--- config.mk ---
export PLATFORM = sky130hd
export DESIGN_NAME = dcache_ctrl_flat
export DESIGN_NICKNAME = d
export VERILOG_FILES = /design/src/dcache_ctrl_pkg.sv /design/src/dcache_cfg_pkg.sv /design/src/dcache_array_if.sv /design/src/dcache_ctrl.sv /design/src/flat_wrapper.sv
export SDC_FILE = /design/constraint.sdc
export NUM_CORES = 1
export LEC_CHECK = 0
export ABC_CLOCK_PERIOD_IN_PS = 9400
export BUFFER_PORTS_ARGS = -buffer_cell sky130_fd_sc_hd__buf_2
export CAP_MARGIN = 0
export CORE_AREA = 2 2 230 232
export CTS_BUF_LIST = sky130_fd_sc_hd__clkbuf_2
export DETAILED_ROUTE_END_ITERATION = 7
export DIE_AREA = 0 0 232 234
export GPL_TIMING_DRIVEN = 0
export PLACE_DENSITY_LB_ADDON = 0.2
export SETUP_SLACK_MARGIN = 0.5
export SYNTH_ARGS = -nofsm -noshare
export SYNTH_HDL_FRONTEND = slang
export SYNTH_SLANG_ARGS = --single-unit
--- constraint.sdc ---
create_clock -name clk -period 9.4 [get_ports clk]
set_input_delay 0.47 -clock clk [delete_from_list [all_inputs] [get_ports clk]]
set_output_delay 0.47 -clock clk [all_outputs]
set_load 0.05 [all_outputs]
--- src/dcache_ctrl_pkg.sv ---
package dcache_ctrl_pkg;

  typedef enum logic [2:0] {
    RESET,
    IDLE,
    WRITE_BACK,      // dirty victim burst out
    REFILL,          // line burst in
    WRITE_MISS,      // single beat, no allocate
    UNCACHED_READ,
    UNCACHED_WRITE,
    RESPOND          // one-cycle answer to the cpu
  } ctrl_state_e;

  typedef enum logic [2:0] {
    OP_READ_HIT,
    OP_WRITE_HIT,
    OP_READ_MISS,
    OP_WRITE_MISS,
    OP_UNCACHED
  } access_op_e;

endpackage

--- src/dcache_cfg_pkg.sv ---
package dcache_cfg_pkg;

  localparam int ADDR_W         = 32;  // cpu and memory address width
  localparam int XLEN           = 64;  // cpu data word
  localparam int OFFSET_W       = 6;   // 64-byte lines
  localparam int WORDS_PER_LINE = 8;
  localparam int WORD_SEL_W     = 3;   // word within a line
  localparam int BURST_LEN      = 7;   // length field, eight beats

  // top nibble of the uncached window
  localparam logic [3:0] MMIO_BASE = 4'hA;

  function automatic int index_w_of(input int lines);
    return $clog2(lines);
  endfunction

  function automatic int tag_w_of(input int lines);
    return ADDR_W - OFFSET_W - index_w_of(lines);
  endfunction

endpackage
--- src/dcache_array_if.sv ---
`timescale 1ns/1ps

interface dcache_array_if #(
  parameter int NUM_LINES = 64
);

  localparam int IDX_W = dcache_cfg_pkg::index_w_of(NUM_LINES);

  logic [IDX_W-1:0]                     index;
  logic [dcache_cfg_pkg::WORD_SEL_W-1:0] word_sel;
  logic [dcache_cfg_pkg::XLEN-1:0]       wdata;
  logic [dcache_cfg_pkg::XLEN/8-1:0]     wmask;  // one bit per byte
  logic                                  wen;
  logic [dcache_cfg_pkg::XLEN-1:0]       rdata;  // registered word

  modport ctrl_mp (
    output index,
    output word_sel,
    output wdata,
    output wmask,
    output wen,
    input  rdata
  );

  modport array_mp (
    input  index,
    input  word_sel,
    input  wdata,
    input  wmask,
    input  wen,
    output rdata
  );

endinterface

--- src/dcache_ctrl.sv ---
`timescale 1ns/1ps

module dcache_ctrl #(
  parameter int NUM_LINES = 64,
  localparam int IDX_W = dcache_cfg_pkg::index_w_of(NUM_LINES),
  localparam int TAG_W = dcache_cfg_pkg::tag_w_of(NUM_LINES)
) (
  input  logic                                clk,
  input  logic                                rst,
  input  logic                                req_valid_i,
  input  logic [dcache_cfg_pkg::ADDR_W-1:0]   req_addr_i,
  input  logic [dcache_cfg_pkg::XLEN/8-1:0]   req_mask_i,
  input  logic                                req_write_i,
  input  logic [dcache_cfg_pkg::XLEN-1:0]     req_wdata_i,
  output logic                                resp_ready_o,
  output logic [dcache_cfg_pkg::XLEN-1:0]     resp_rdata_o,
  output logic [IDX_W-1:0]                    lookup_index_o,
  output logic [TAG_W-1:0]                    lookup_tag_o,
  output logic                                tag_wen_o,
  output logic                                dirty_wen_o,
  output logic                                dirty_val_o,
  input  logic                                hit_i,
  input  logic                                dirty_i,
  input  logic [TAG_W-1:0]                    victim_tag_i,
  dcache_array_if.ctrl_mp                     arr,
  output logic [dcache_cfg_pkg::ADDR_W-1:0]   mem_raddr_o,
  output logic [7:0]                          mem_rlen_o,
  output logic                                mem_rvalid_o,
  input  logic                                mem_rready_i,
  input  logic [dcache_cfg_pkg::XLEN-1:0]     mem_rdata_i,
  output logic [dcache_cfg_pkg::ADDR_W-1:0]   mem_waddr_o,
  output logic [7:0]                          mem_wlen_o,
  output logic [dcache_cfg_pkg::XLEN/8-1:0]   mem_wmask_o,
  output logic [dcache_cfg_pkg::XLEN-1:0]     mem_wdata_o,
  output logic                                mem_wvalid_o,
  input  logic                                mem_wready_i
);

  localparam int OFF_W = dcache_cfg_pkg::OFFSET_W;
  localparam int WSW   = dcache_cfg_pkg::WORD_SEL_W;

  dcache_ctrl_pkg::ctrl_state_e state;
  dcache_ctrl_pkg::access_op_e  op;

  logic [IDX_W-1:0]                    req_idx;
  logic [TAG_W-1:0]                    req_tag;
  logic [WSW-1:0]                      req_word;
  logic                                is_uc;
  logic                                pend;      // second idle cycle, lookup result valid
  logic [WSW-1:0]                      cnt;       // beat counter
  logic                                r_hs;
  logic                                w_hs;
  logic                                last;
  logic [dcache_cfg_pkg::XLEN-1:0]     wdata_q;
  logic [dcache_cfg_pkg::XLEN-1:0]     uc_rdata;
  logic [dcache_cfg_pkg::ADDR_W-1:0]   line_base;
  logic [dcache_cfg_pkg::ADDR_W-1:0]   victim_base;

  assign req_tag     = req_addr_i[dcache_cfg_pkg::ADDR_W-1 -: TAG_W];
  assign req_idx     = req_addr_i[OFF_W +: IDX_W];
  assign req_word    = req_addr_i[OFF_W-1 -: WSW];
  assign is_uc       = req_addr_i[dcache_cfg_pkg::ADDR_W-1 -: 4] == dcache_cfg_pkg::MMIO_BASE;
  assign line_base   = {req_tag, req_idx, {OFF_W{1'b0}}};
  assign victim_base = {victim_tag_i, req_idx, {OFF_W{1'b0}}};
  assign r_hs        = mem_rvalid_o & mem_rready_i;
  assign w_hs        = mem_wvalid_o & mem_wready_i;
  assign last        = cnt == WSW'(dcache_cfg_pkg::BURST_LEN);

  always_comb begin
    if (is_uc) begin
      op = dcache_ctrl_pkg::OP_UNCACHED;
    end else if (hit_i) begin
      op = req_write_i ? dcache_ctrl_pkg::OP_WRITE_HIT : dcache_ctrl_pkg::OP_READ_HIT;
    end else begin
      op = req_write_i ? dcache_ctrl_pkg::OP_WRITE_MISS : dcache_ctrl_pkg::OP_READ_MISS;
    end
  end

  always_ff @(posedge clk) begin
    if (rst) begin
      state        <= dcache_ctrl_pkg::RESET;
      pend         <= 1'b0;
      cnt          <= '0;
      mem_rvalid_o <= 1'b0;
      mem_wvalid_o <= 1'b0;
    end else begin
      case (state)
        dcache_ctrl_pkg::RESET: state <= dcache_ctrl_pkg::IDLE;
        dcache_ctrl_pkg::IDLE: begin
          pend <= req_valid_i & ~pend;
          if (pend) begin
            case (op)
              dcache_ctrl_pkg::OP_READ_HIT,
              dcache_ctrl_pkg::OP_WRITE_HIT: state <= dcache_ctrl_pkg::RESPOND;
              dcache_ctrl_pkg::OP_READ_MISS: begin
                cnt <= '0;
                if (dirty_i) begin
                  state        <= dcache_ctrl_pkg::WRITE_BACK;
                  mem_wvalid_o <= 1'b1;
                  mem_waddr_o  <= victim_base;
                  mem_wlen_o   <= 8'(dcache_cfg_pkg::BURST_LEN);
                  mem_wmask_o  <= '1;
                end else begin
                  state        <= dcache_ctrl_pkg::REFILL;
                  mem_rvalid_o <= 1'b1;
                  mem_raddr_o  <= line_base;
                  mem_rlen_o   <= 8'(dcache_cfg_pkg::BURST_LEN);
                end
              end
              default: begin  // write miss or uncached, one beat
                if (req_write_i) begin
                  state <= (op == dcache_ctrl_pkg::OP_UNCACHED) ?
                           dcache_ctrl_pkg::UNCACHED_WRITE : dcache_ctrl_pkg::WRITE_MISS;
                  mem_wvalid_o <= 1'b1;
                  mem_waddr_o  <= req_addr_i;
                  mem_wlen_o   <= 8'd0;
                  mem_wmask_o  <= req_mask_i;
                  wdata_q      <= req_wdata_i;
                end else begin
                  state        <= dcache_ctrl_pkg::UNCACHED_READ;
                  mem_rvalid_o <= 1'b1;
                  mem_raddr_o  <= req_addr_i;
                  mem_rlen_o   <= 8'd0;
                end
              end
            endcase
          end
        end
        dcache_ctrl_pkg::WRITE_BACK: begin
          if (w_hs) begin
            cnt <= cnt + 1'b1;  // wraps to zero for the refill
            if (last) begin
              state        <= dcache_ctrl_pkg::REFILL;
              mem_wvalid_o <= 1'b0;
              mem_rvalid_o <= 1'b1;
              mem_raddr_o  <= line_base;
              mem_rlen_o   <= 8'(dcache_cfg_pkg::BURST_LEN);
            end
          end
        end
        dcache_ctrl_pkg::REFILL: begin
          if (r_hs) begin
            cnt <= cnt + 1'b1;
            if (last) begin
              state        <= dcache_ctrl_pkg::IDLE;  // retry lookup, now a hit
              mem_rvalid_o <= 1'b0;
            end
          end
        end
        dcache_ctrl_pkg::WRITE_MISS,
        dcache_ctrl_pkg::UNCACHED_WRITE: begin
          if (w_hs) begin
            state        <= dcache_ctrl_pkg::RESPOND;
            mem_wvalid_o <= 1'b0;
          end
        end
        dcache_ctrl_pkg::UNCACHED_READ: begin
          if (r_hs) begin
            state        <= dcache_ctrl_pkg::RESPOND;
            mem_rvalid_o <= 1'b0;
            uc_rdata     <= mem_rdata_i;
          end
        end
        default: state <= dcache_ctrl_pkg::IDLE;  // RESPOND
      endcase
    end
  end

  always_comb begin
    arr.index    = req_idx;
    arr.word_sel = req_word;
    arr.wdata    = req_wdata_i;
    arr.wmask    = req_mask_i;
    arr.wen      = 1'b0;
    case (state)
      dcache_ctrl_pkg::IDLE: begin
        if (pend && op == dcache_ctrl_pkg::OP_READ_MISS) begin
          arr.word_sel = '0;  // first victim word ready for write-back
        end
        arr.wen = pend && op == dcache_ctrl_pkg::OP_WRITE_HIT && |req_mask_i;
      end
      dcache_ctrl_pkg::WRITE_BACK: arr.word_sel = w_hs ? cnt + 1'b1 : cnt;  // prefetch next
      dcache_ctrl_pkg::REFILL: begin
        arr.word_sel = cnt;
        arr.wdata    = mem_rdata_i;
        arr.wmask    = '1;
        arr.wen      = r_hs;
      end
      default: ;
    endcase
  end

  assign lookup_index_o = req_idx;
  assign lookup_tag_o   = req_tag;
  assign tag_wen_o      = (state == dcache_ctrl_pkg::REFILL) & r_hs & last;
  assign dirty_wen_o    = (state == dcache_ctrl_pkg::IDLE) & pend &
                          (op == dcache_ctrl_pkg::OP_WRITE_HIT);
  assign dirty_val_o    = req_write_i;
  assign mem_wdata_o    = (state == dcache_ctrl_pkg::WRITE_BACK) ? arr.rdata : wdata_q;
  assign resp_ready_o   = state == dcache_ctrl_pkg::RESPOND;
  assign resp_rdata_o   = is_uc ? uc_rdata : arr.rdata;

  a_one_channel: assert property (@(posedge clk) disable iff (rst)
    !(mem_rvalid_o && mem_wvalid_o));

  a_raddr_hold: assert property (@(posedge clk) disable iff (rst)
    mem_rvalid_o && !mem_rready_i |=> $stable(mem_raddr_o));

  a_waddr_hold: assert property (@(posedge clk) disable iff (rst)
    mem_wvalid_o && !mem_wready_i |=> $stable(mem_waddr_o));

endmodule

--- src/flat_wrapper.sv ---
// flat-port wrapper written by rule: the top's interface ports become plain ports
module dcache_ctrl_flat 
#(
  parameter int NUM_LINES = 64,
  localparam int IDX_W = dcache_cfg_pkg::index_w_of(NUM_LINES),
  localparam int TAG_W = dcache_cfg_pkg::tag_w_of(NUM_LINES)
)
  (clk, rst, req_valid_i, req_addr_i, req_mask_i, req_write_i, req_wdata_i, resp_ready_o, resp_rdata_o, lookup_index_o, lookup_tag_o, tag_wen_o, dirty_wen_o, dirty_val_o, hit_i, dirty_i, victim_tag_i, mem_raddr_o, mem_rlen_o, mem_rvalid_o, mem_rready_i, mem_rdata_i, mem_waddr_o, mem_wlen_o, mem_wmask_o, mem_wdata_o, mem_wvalid_o, mem_wready_i, arr_index, arr_word_sel, arr_wdata, arr_wmask, arr_wen, arr_rdata);
  dcache_array_if #(.NUM_LINES(NUM_LINES)) arr_i ();
  input  logic clk;
  input  logic rst;
  input  logic req_valid_i;
  input  logic [dcache_cfg_pkg::ADDR_W-1:0] req_addr_i;
  input  logic [dcache_cfg_pkg::XLEN/8-1:0] req_mask_i;
  input  logic req_write_i;
  input  logic [dcache_cfg_pkg::XLEN-1:0] req_wdata_i;
  output logic resp_ready_o;
  output logic [dcache_cfg_pkg::XLEN-1:0] resp_rdata_o;
  output logic [IDX_W-1:0] lookup_index_o;
  output logic [TAG_W-1:0] lookup_tag_o;
  output logic tag_wen_o;
  output logic dirty_wen_o;
  output logic dirty_val_o;
  input  logic hit_i;
  input  logic dirty_i;
  input  logic [TAG_W-1:0] victim_tag_i;
  output logic [dcache_cfg_pkg::ADDR_W-1:0] mem_raddr_o;
  output logic [7:0] mem_rlen_o;
  output logic mem_rvalid_o;
  input  logic mem_rready_i;
  input  logic [dcache_cfg_pkg::XLEN-1:0] mem_rdata_i;
  output logic [dcache_cfg_pkg::ADDR_W-1:0] mem_waddr_o;
  output logic [7:0] mem_wlen_o;
  output logic [dcache_cfg_pkg::XLEN/8-1:0] mem_wmask_o;
  output logic [dcache_cfg_pkg::XLEN-1:0] mem_wdata_o;
  output logic mem_wvalid_o;
  input  logic mem_wready_i;
  output wire logic [$bits(arr_i.index)-1:0] arr_index;
  output wire logic [$bits(arr_i.word_sel)-1:0] arr_word_sel;
  output wire logic [$bits(arr_i.wdata)-1:0] arr_wdata;
  output wire logic [$bits(arr_i.wmask)-1:0] arr_wmask;
  output wire logic [$bits(arr_i.wen)-1:0] arr_wen;
  input wire logic [$bits(arr_i.rdata)-1:0] arr_rdata;
  assign arr_index = arr_i.index;
  assign arr_word_sel = arr_i.word_sel;
  assign arr_wdata = arr_i.wdata;
  assign arr_wmask = arr_i.wmask;
  assign arr_wen = arr_i.wen;
  assign arr_i.rdata = arr_rdata;
  dcache_ctrl #(.NUM_LINES(NUM_LINES)) u_core (.clk(clk), .rst(rst), .req_valid_i(req_valid_i), .req_addr_i(req_addr_i), .req_mask_i(req_mask_i), .req_write_i(req_write_i), .req_wdata_i(req_wdata_i), .resp_ready_o(resp_ready_o), .resp_rdata_o(resp_rdata_o), .lookup_index_o(lookup_index_o), .lookup_tag_o(lookup_tag_o), .tag_wen_o(tag_wen_o), .dirty_wen_o(dirty_wen_o), .dirty_val_o(dirty_val_o), .hit_i(hit_i), .dirty_i(dirty_i), .victim_tag_i(victim_tag_i), .arr(arr_i), .mem_raddr_o(mem_raddr_o), .mem_rlen_o(mem_rlen_o), .mem_rvalid_o(mem_rvalid_o), .mem_rready_i(mem_rready_i), .mem_rdata_i(mem_rdata_i), .mem_waddr_o(mem_waddr_o), .mem_wlen_o(mem_wlen_o), .mem_wmask_o(mem_wmask_o), .mem_wdata_o(mem_wdata_o), .mem_wvalid_o(mem_wvalid_o), .mem_wready_i(mem_wready_i));
endmodule
; ---- After elaboration in Yosys (flattened, before gate mapping)
; Index checks and enable logic that the tools add are counted.
[op_classes]
addsub = 1
eq_ne = 26
mux = 68
bitwise = 11
n_reduce_logical = 21
[ops]
columns = operator, n
row1 = $mux 32, 7
row2 = $mux 64, 3
row3 = $pmux 32 s2, 3
row4 = $mux 8, 10
row5 = $pmux 8 s2, 4
row6 = $mux 3, 15
row7 = $eq 3x3->1 const B, 6
row8 = $pmux 3 s3, 2
row9 = $mux 1, 16
row10 = $ne 2x1->1 const B, 8
row11 = $reduce_and 8->1, 2
row12 = $pmux 3 s5, 1
row13 = $reduce_and 10->1, 1
row14 = $eq 3x2->1 const B, 3
row15 = $reduce_or 8->1, 1
row16 = $and 1x1->1, 7
row17 = $reduce_and 7->1, 1
row18 = $eq 3x1->1 const B, 2
row19 = $ne 3x2->1 const B, 2
row20 = $ne 3x3->1 const B, 2
row21 = $pmux 1 s2, 3
row22 = $pmux 3 s2, 1
row23 = $reduce_and 6->1, 1
row24 = $reduce_bool 3->1, 2
row25 = 16 further kinds, 24
[totals]
regBits = 225
out_inout_bits = 330
wordCells = 139

; ---- Logic depth before layout (Yosys ltp)
[depth]
ltp_word = 9
ltp_mapped = 6

; ---- Least setup slack after synthesis
; No wires, ideal clock.
[synth_timing]
path_kind = reg-to-reg
start = register u_core.mem_rvalid_o
end = register u_core.uc_rdata[0] in the netlist's numbering, enable pin
setup_time_ps = 667
arrival_time_ps = 7507
path_slack_ps = 1226
stages_incl_launch_ff = 3
n_path_buf = 0
synth_period_minus_slack_ps = 8174
path_cell_list = dfxtp_1 > nand2_1 > nor4b_1
[synth_between]
elab_chain_cells = 2
[synth_lines]
columns = item, line_no
row1 = from (decl), dcache_ctrl.sv:28  ; output logic mem_rvalid_o,
row2 = from (signal assigned), dcache_ctrl.sv:84  ; mem_rvalid_o <= 1'b0;
row3 = from (signal assigned), dcache_ctrl.sv:105  ; mem_rvalid_o <= 1'b1;
row4 = from (signal assigned), dcache_ctrl.sv:121  ; mem_rvalid_o <= 1'b1;
row5 = $and 1x1->1, dcache_ctrl.sv:65  ; assign r_hs = mem_rvalid_o & mem_rready_i;
row6 = $reduce_and 3->1 (no line), n/a
row7 = to (signal assigned), dcache_ctrl.sv:161  ; uc_rdata <= mem_rdata_i;
row8 = to (decl), dcache_ctrl.sv:55  ; logic [dcache_cfg_pkg::XLEN-1:0] uc_rdata;
; Every way passes these cells.
; A chain may end at the register's enable or synchronous reset.

; ---- Final worst setup path
[layout_timing]
start = input port req_addr_i[30] in the netlist's numbering
end = output port resp_rdata_o[37] in the netlist's numbering
[layout_between]
elab_chain_cells = 2
[layout_lines]
columns = item, line_no
row1 = from (decl), flat_wrapper.sv:13  ; input logic [dcache_cfg_pkg::ADDR_W-1:0] req_addr_i;
row2 = $eq 4x4->1, dcache_ctrl.sv:62  ; assign is_uc = req_addr_i[dcache_cfg_pkg::ADDR_W-1 -: 4] == dcache_cfg_pkg::MMIO_BASE;
row3 = $mux 64, dcache_ctrl.sv:201  ; assign resp_rdata_o = is_uc ? uc_rdata : arr.rdata;
row4 = to (decl), flat_wrapper.sv:18  ; output logic [dcache_cfg_pkg::XLEN-1:0] resp_rdata_o;
; Every way passes these cells.

==> run summary <==
Run status -> completed
CTS resizes -> 0
Library cells used by synthesis -> 53
H-tree depth -> 2
Final worst-path cycle share -> 39.5%
Share of layout cells above drive strength 1 -> 46.5%
Most frequent cell after synthesis -> nand2_1
Final setup TNS -> 0 ps
CTS tree -> done
Crit-path max FO -> 10
Worst-case vdd ir drop -> 69.3 uV
RSZ-0062 raised after global routing -> no
Die Area -> 54300 um^2
Leakage -> 8.13 nW
Worst Hold Class -> in2reg
Pwr Total -> 2.50 mW
CP bufs+invs -> 5
Clk slew on worst S/H paths -> 90 ps
Fmax -> 269 MHz
Worst-margin pin slew -> 969 ps
Worst skew pair latency -> 920 ps
CP required -> 8930 ps
Drt via density -> 4.00
Cts bufs inserted -> 60
Yosys warns -> 0
Syn Inst Count -> 937
Die height -> 234 um
Fillers -> 5434
Die X -> 232 um
Hpwl dp -> 34500 um
RR Startpoint -> u_core.state[2]
Max-Cap Viols -> 0
Ys flop type -> edfxtp_1
Vias in the first global route -> 10179
Root Driver -> clkbuf_2
First-pass GRT wire length -> 63100 um
Largest net degree at the start of global routing -> 25
FP Rows -> 84
DP Area -> 14400 um^2
Total track usage -> 15.9%
Critical Path Source Type -> input port
Element type at the critical path end -> output port
Final slew viol count -> 0
CP startpoint -> req_addr_i[30]
Syn Std Cell Area -> 10300 um^2
Area grow syn2layout -> 63.8%
Starting density of the core -> 19.9%
CTS Buffer Depth -> 3
Worst endpoint data arrival time -> 3240 ps
Most used cell, CP -> buf_2
Via count -> 10201
Hold WS -> 256 ps
Core Region -> 52000 um^2
Setup Crit Path Kind -> in2out
WL final -> 45700 um
Design area -> 16900 um^2
Synth top area cells -> edfxtp_1 (59%), nand2_1 (17%), mux2_4 (7.3%)
Antenna Violating Nets Remaining -> 0
Cts hold-fix bufs -> 201
Initial antenna violation count -> 6
PortBufs -> 579
NumNets Final -> 2072
Relative slew margins -> 35.4%
Fin. Hold Viols -> 0
GRT overflow -> 0
Seq/Total Area, Yosys -> 60.5%
GPL Wtd Cong -> 0.806
Crit path largest cell delay -> 740 ps
Post-synth EDFFs -> 202
Avg Inst Size Synth -> 11.0 um^2
HP Start -> req_wdata_i[60]
Min Tclk post-route -> 3710 ps
Pwr Density -> 148 nW/um^2
Initial DRC Count -> 435
Setup Fix Bufs, Post-CTS -> 0
Io pins -> 590
TritonRoute pass-1 iters -> 5
FF+latch count, synth -> 211
Slowest library cell on the worst path -> clkbuf_1
Setup-failing EPs final -> 0
Crit-path cells -> dlygate4sd3_1, buf_2, nand4bb_4, clkbuf_1, buf_2, nand2_1, nand2_1, buf_2
Synth cell count leaders -> nand2_1 (459), edfxtp_1 (202), mux2_4 (50), buf_4 (48), buf_2 (22)
Clk_skew -> 51.0 ps
Area share of the largest cell type after synthesis -> 58.7%
DR DRC count -> 0
Mean routed wirelength per cell -> 18.0 um
Largest area contributor in the netlist -> edfxtp_1
Delay-heaviest family, CP -> buffers and inverters
Clock sink count -> 211
Async set-or-reset flop fraction in the synthesized netlist -> 0%
==> per-stage QoR <==
stage               util [%]  instances  worst slack, ps
CTS                     32.5       2545             5460
global route            32.5       2546             5430
global placement        27.1       2213            -4910
floorplan                  -        946             1230
detailed placement      27.6       2235             6000
finish                  32.5       2548             5690
==> routing by layer <==
metal	wire, um	global-route usage [%]	share of wire [%]	vias to the layer above
met5	33	0	0.072	-
met2	23200	28.9	51	502
met1	17700	17.3	39	4734
met4	1030	5.35	2.3	4
li1	-	-	-	4887
met3	3830	5.13	8.4	74
==> where the power goes <==
part           internal, mW  total [mW]  switching (mW)
logic                 0.249       0.775           0.526
clock network         0.267       0.676           0.408
registers              1.05        1.05         0.00592
total                  1.56        2.50           0.941
==> worst paths after layout <==
kind	endpoint	slack [ps]	cells after the start
worst min-delay path	u_core.wdata_q[60]	260	2
worst max-delay path	resp_rdata_o[37]	5690	8
worst max register to register	u_core.uc_rdata[8]	6480	10
worst min register to register	u_core.cnt[2]	510	2
==> registers in the layout, summed over array words and instances, names as in the netlist, 3 cells and up <==
register,flops
u_core.mem_wmask_o,8
u_core.uc_rdata,64
u_core.mem_raddr_o,32
u_core.wdata_q,64
u_core.state,3
u_core.mem_waddr_o,32
u_core.cnt,3
==> worst register-to-register path, delay by kind of cell (launching register included) <==
family                 cells  cell delay [ps]
flip-flops                 1              330
AND/OR/NAND/NOR            1              440
buffers and inverters      9             1830
==> cells in the final DEF, fill, tap and decap left out, types with 2 or more instances in the layout <==
master and n:
buf_2 601, nand2_1 459, edfxtp_1 202, dlygate4sd3_1 201, clkbuf_2 96, buf_4 60
mux2_4 50, buf_6 24, nand2b_1 18, mux2_2 14, nor2_1 11, conb_1 10
clkinv_1 10, clkbuf_1 9, dfxtp_1 9, and2_1 8, and3_1 8, nor2b_1 5
o21ai_0 5, a21oi_1 4, diode_2 3, inv_1 3, nand4b_1 3, clkinv_2 3
or3b_1 2, nor4_1 2, a22oi_1 2, nor3_1 2, nand3_1 2, nand3b_1 2
ha_1 2
==> final cells by class <==
type	instances	area, um^2	share of cell area [%]
diodes	3	7.51	0.0444
plain buffers	94	673	3.98
clock buffers	96	480	2.84
clock inverters	13	52.6	0.311
inverters	4	17.5	0.104
multi-input cells	637	3450	20.4
flip-flops and latches	211	6250	36.9
well taps	688	861	5.09
repair buffers	802	5120	30.3
==> cells by family (layout without fill, tap and decap cells) <==
| group | count (synthesis) | count (layout) | synth area share [%] |
|---|---|---|---|
| multiplexers | 66 | 66 | 9.00 |
| other | 1 | 13 | 0.0363 |
| buffers and inverters | 98 | 1009 | 6.69 |
| flip-flops | 211 | 211 | 60.5 |
| AO/OA/AOI/OAI | 28 | 28 | 2.18 |
| adder cells (fa/ha/maj) | 2 | 2 | 0.242 |
| AND/OR/NAND/NOR | 531 | 531 | 21.4 |
(Power assumes the default switching activity.)
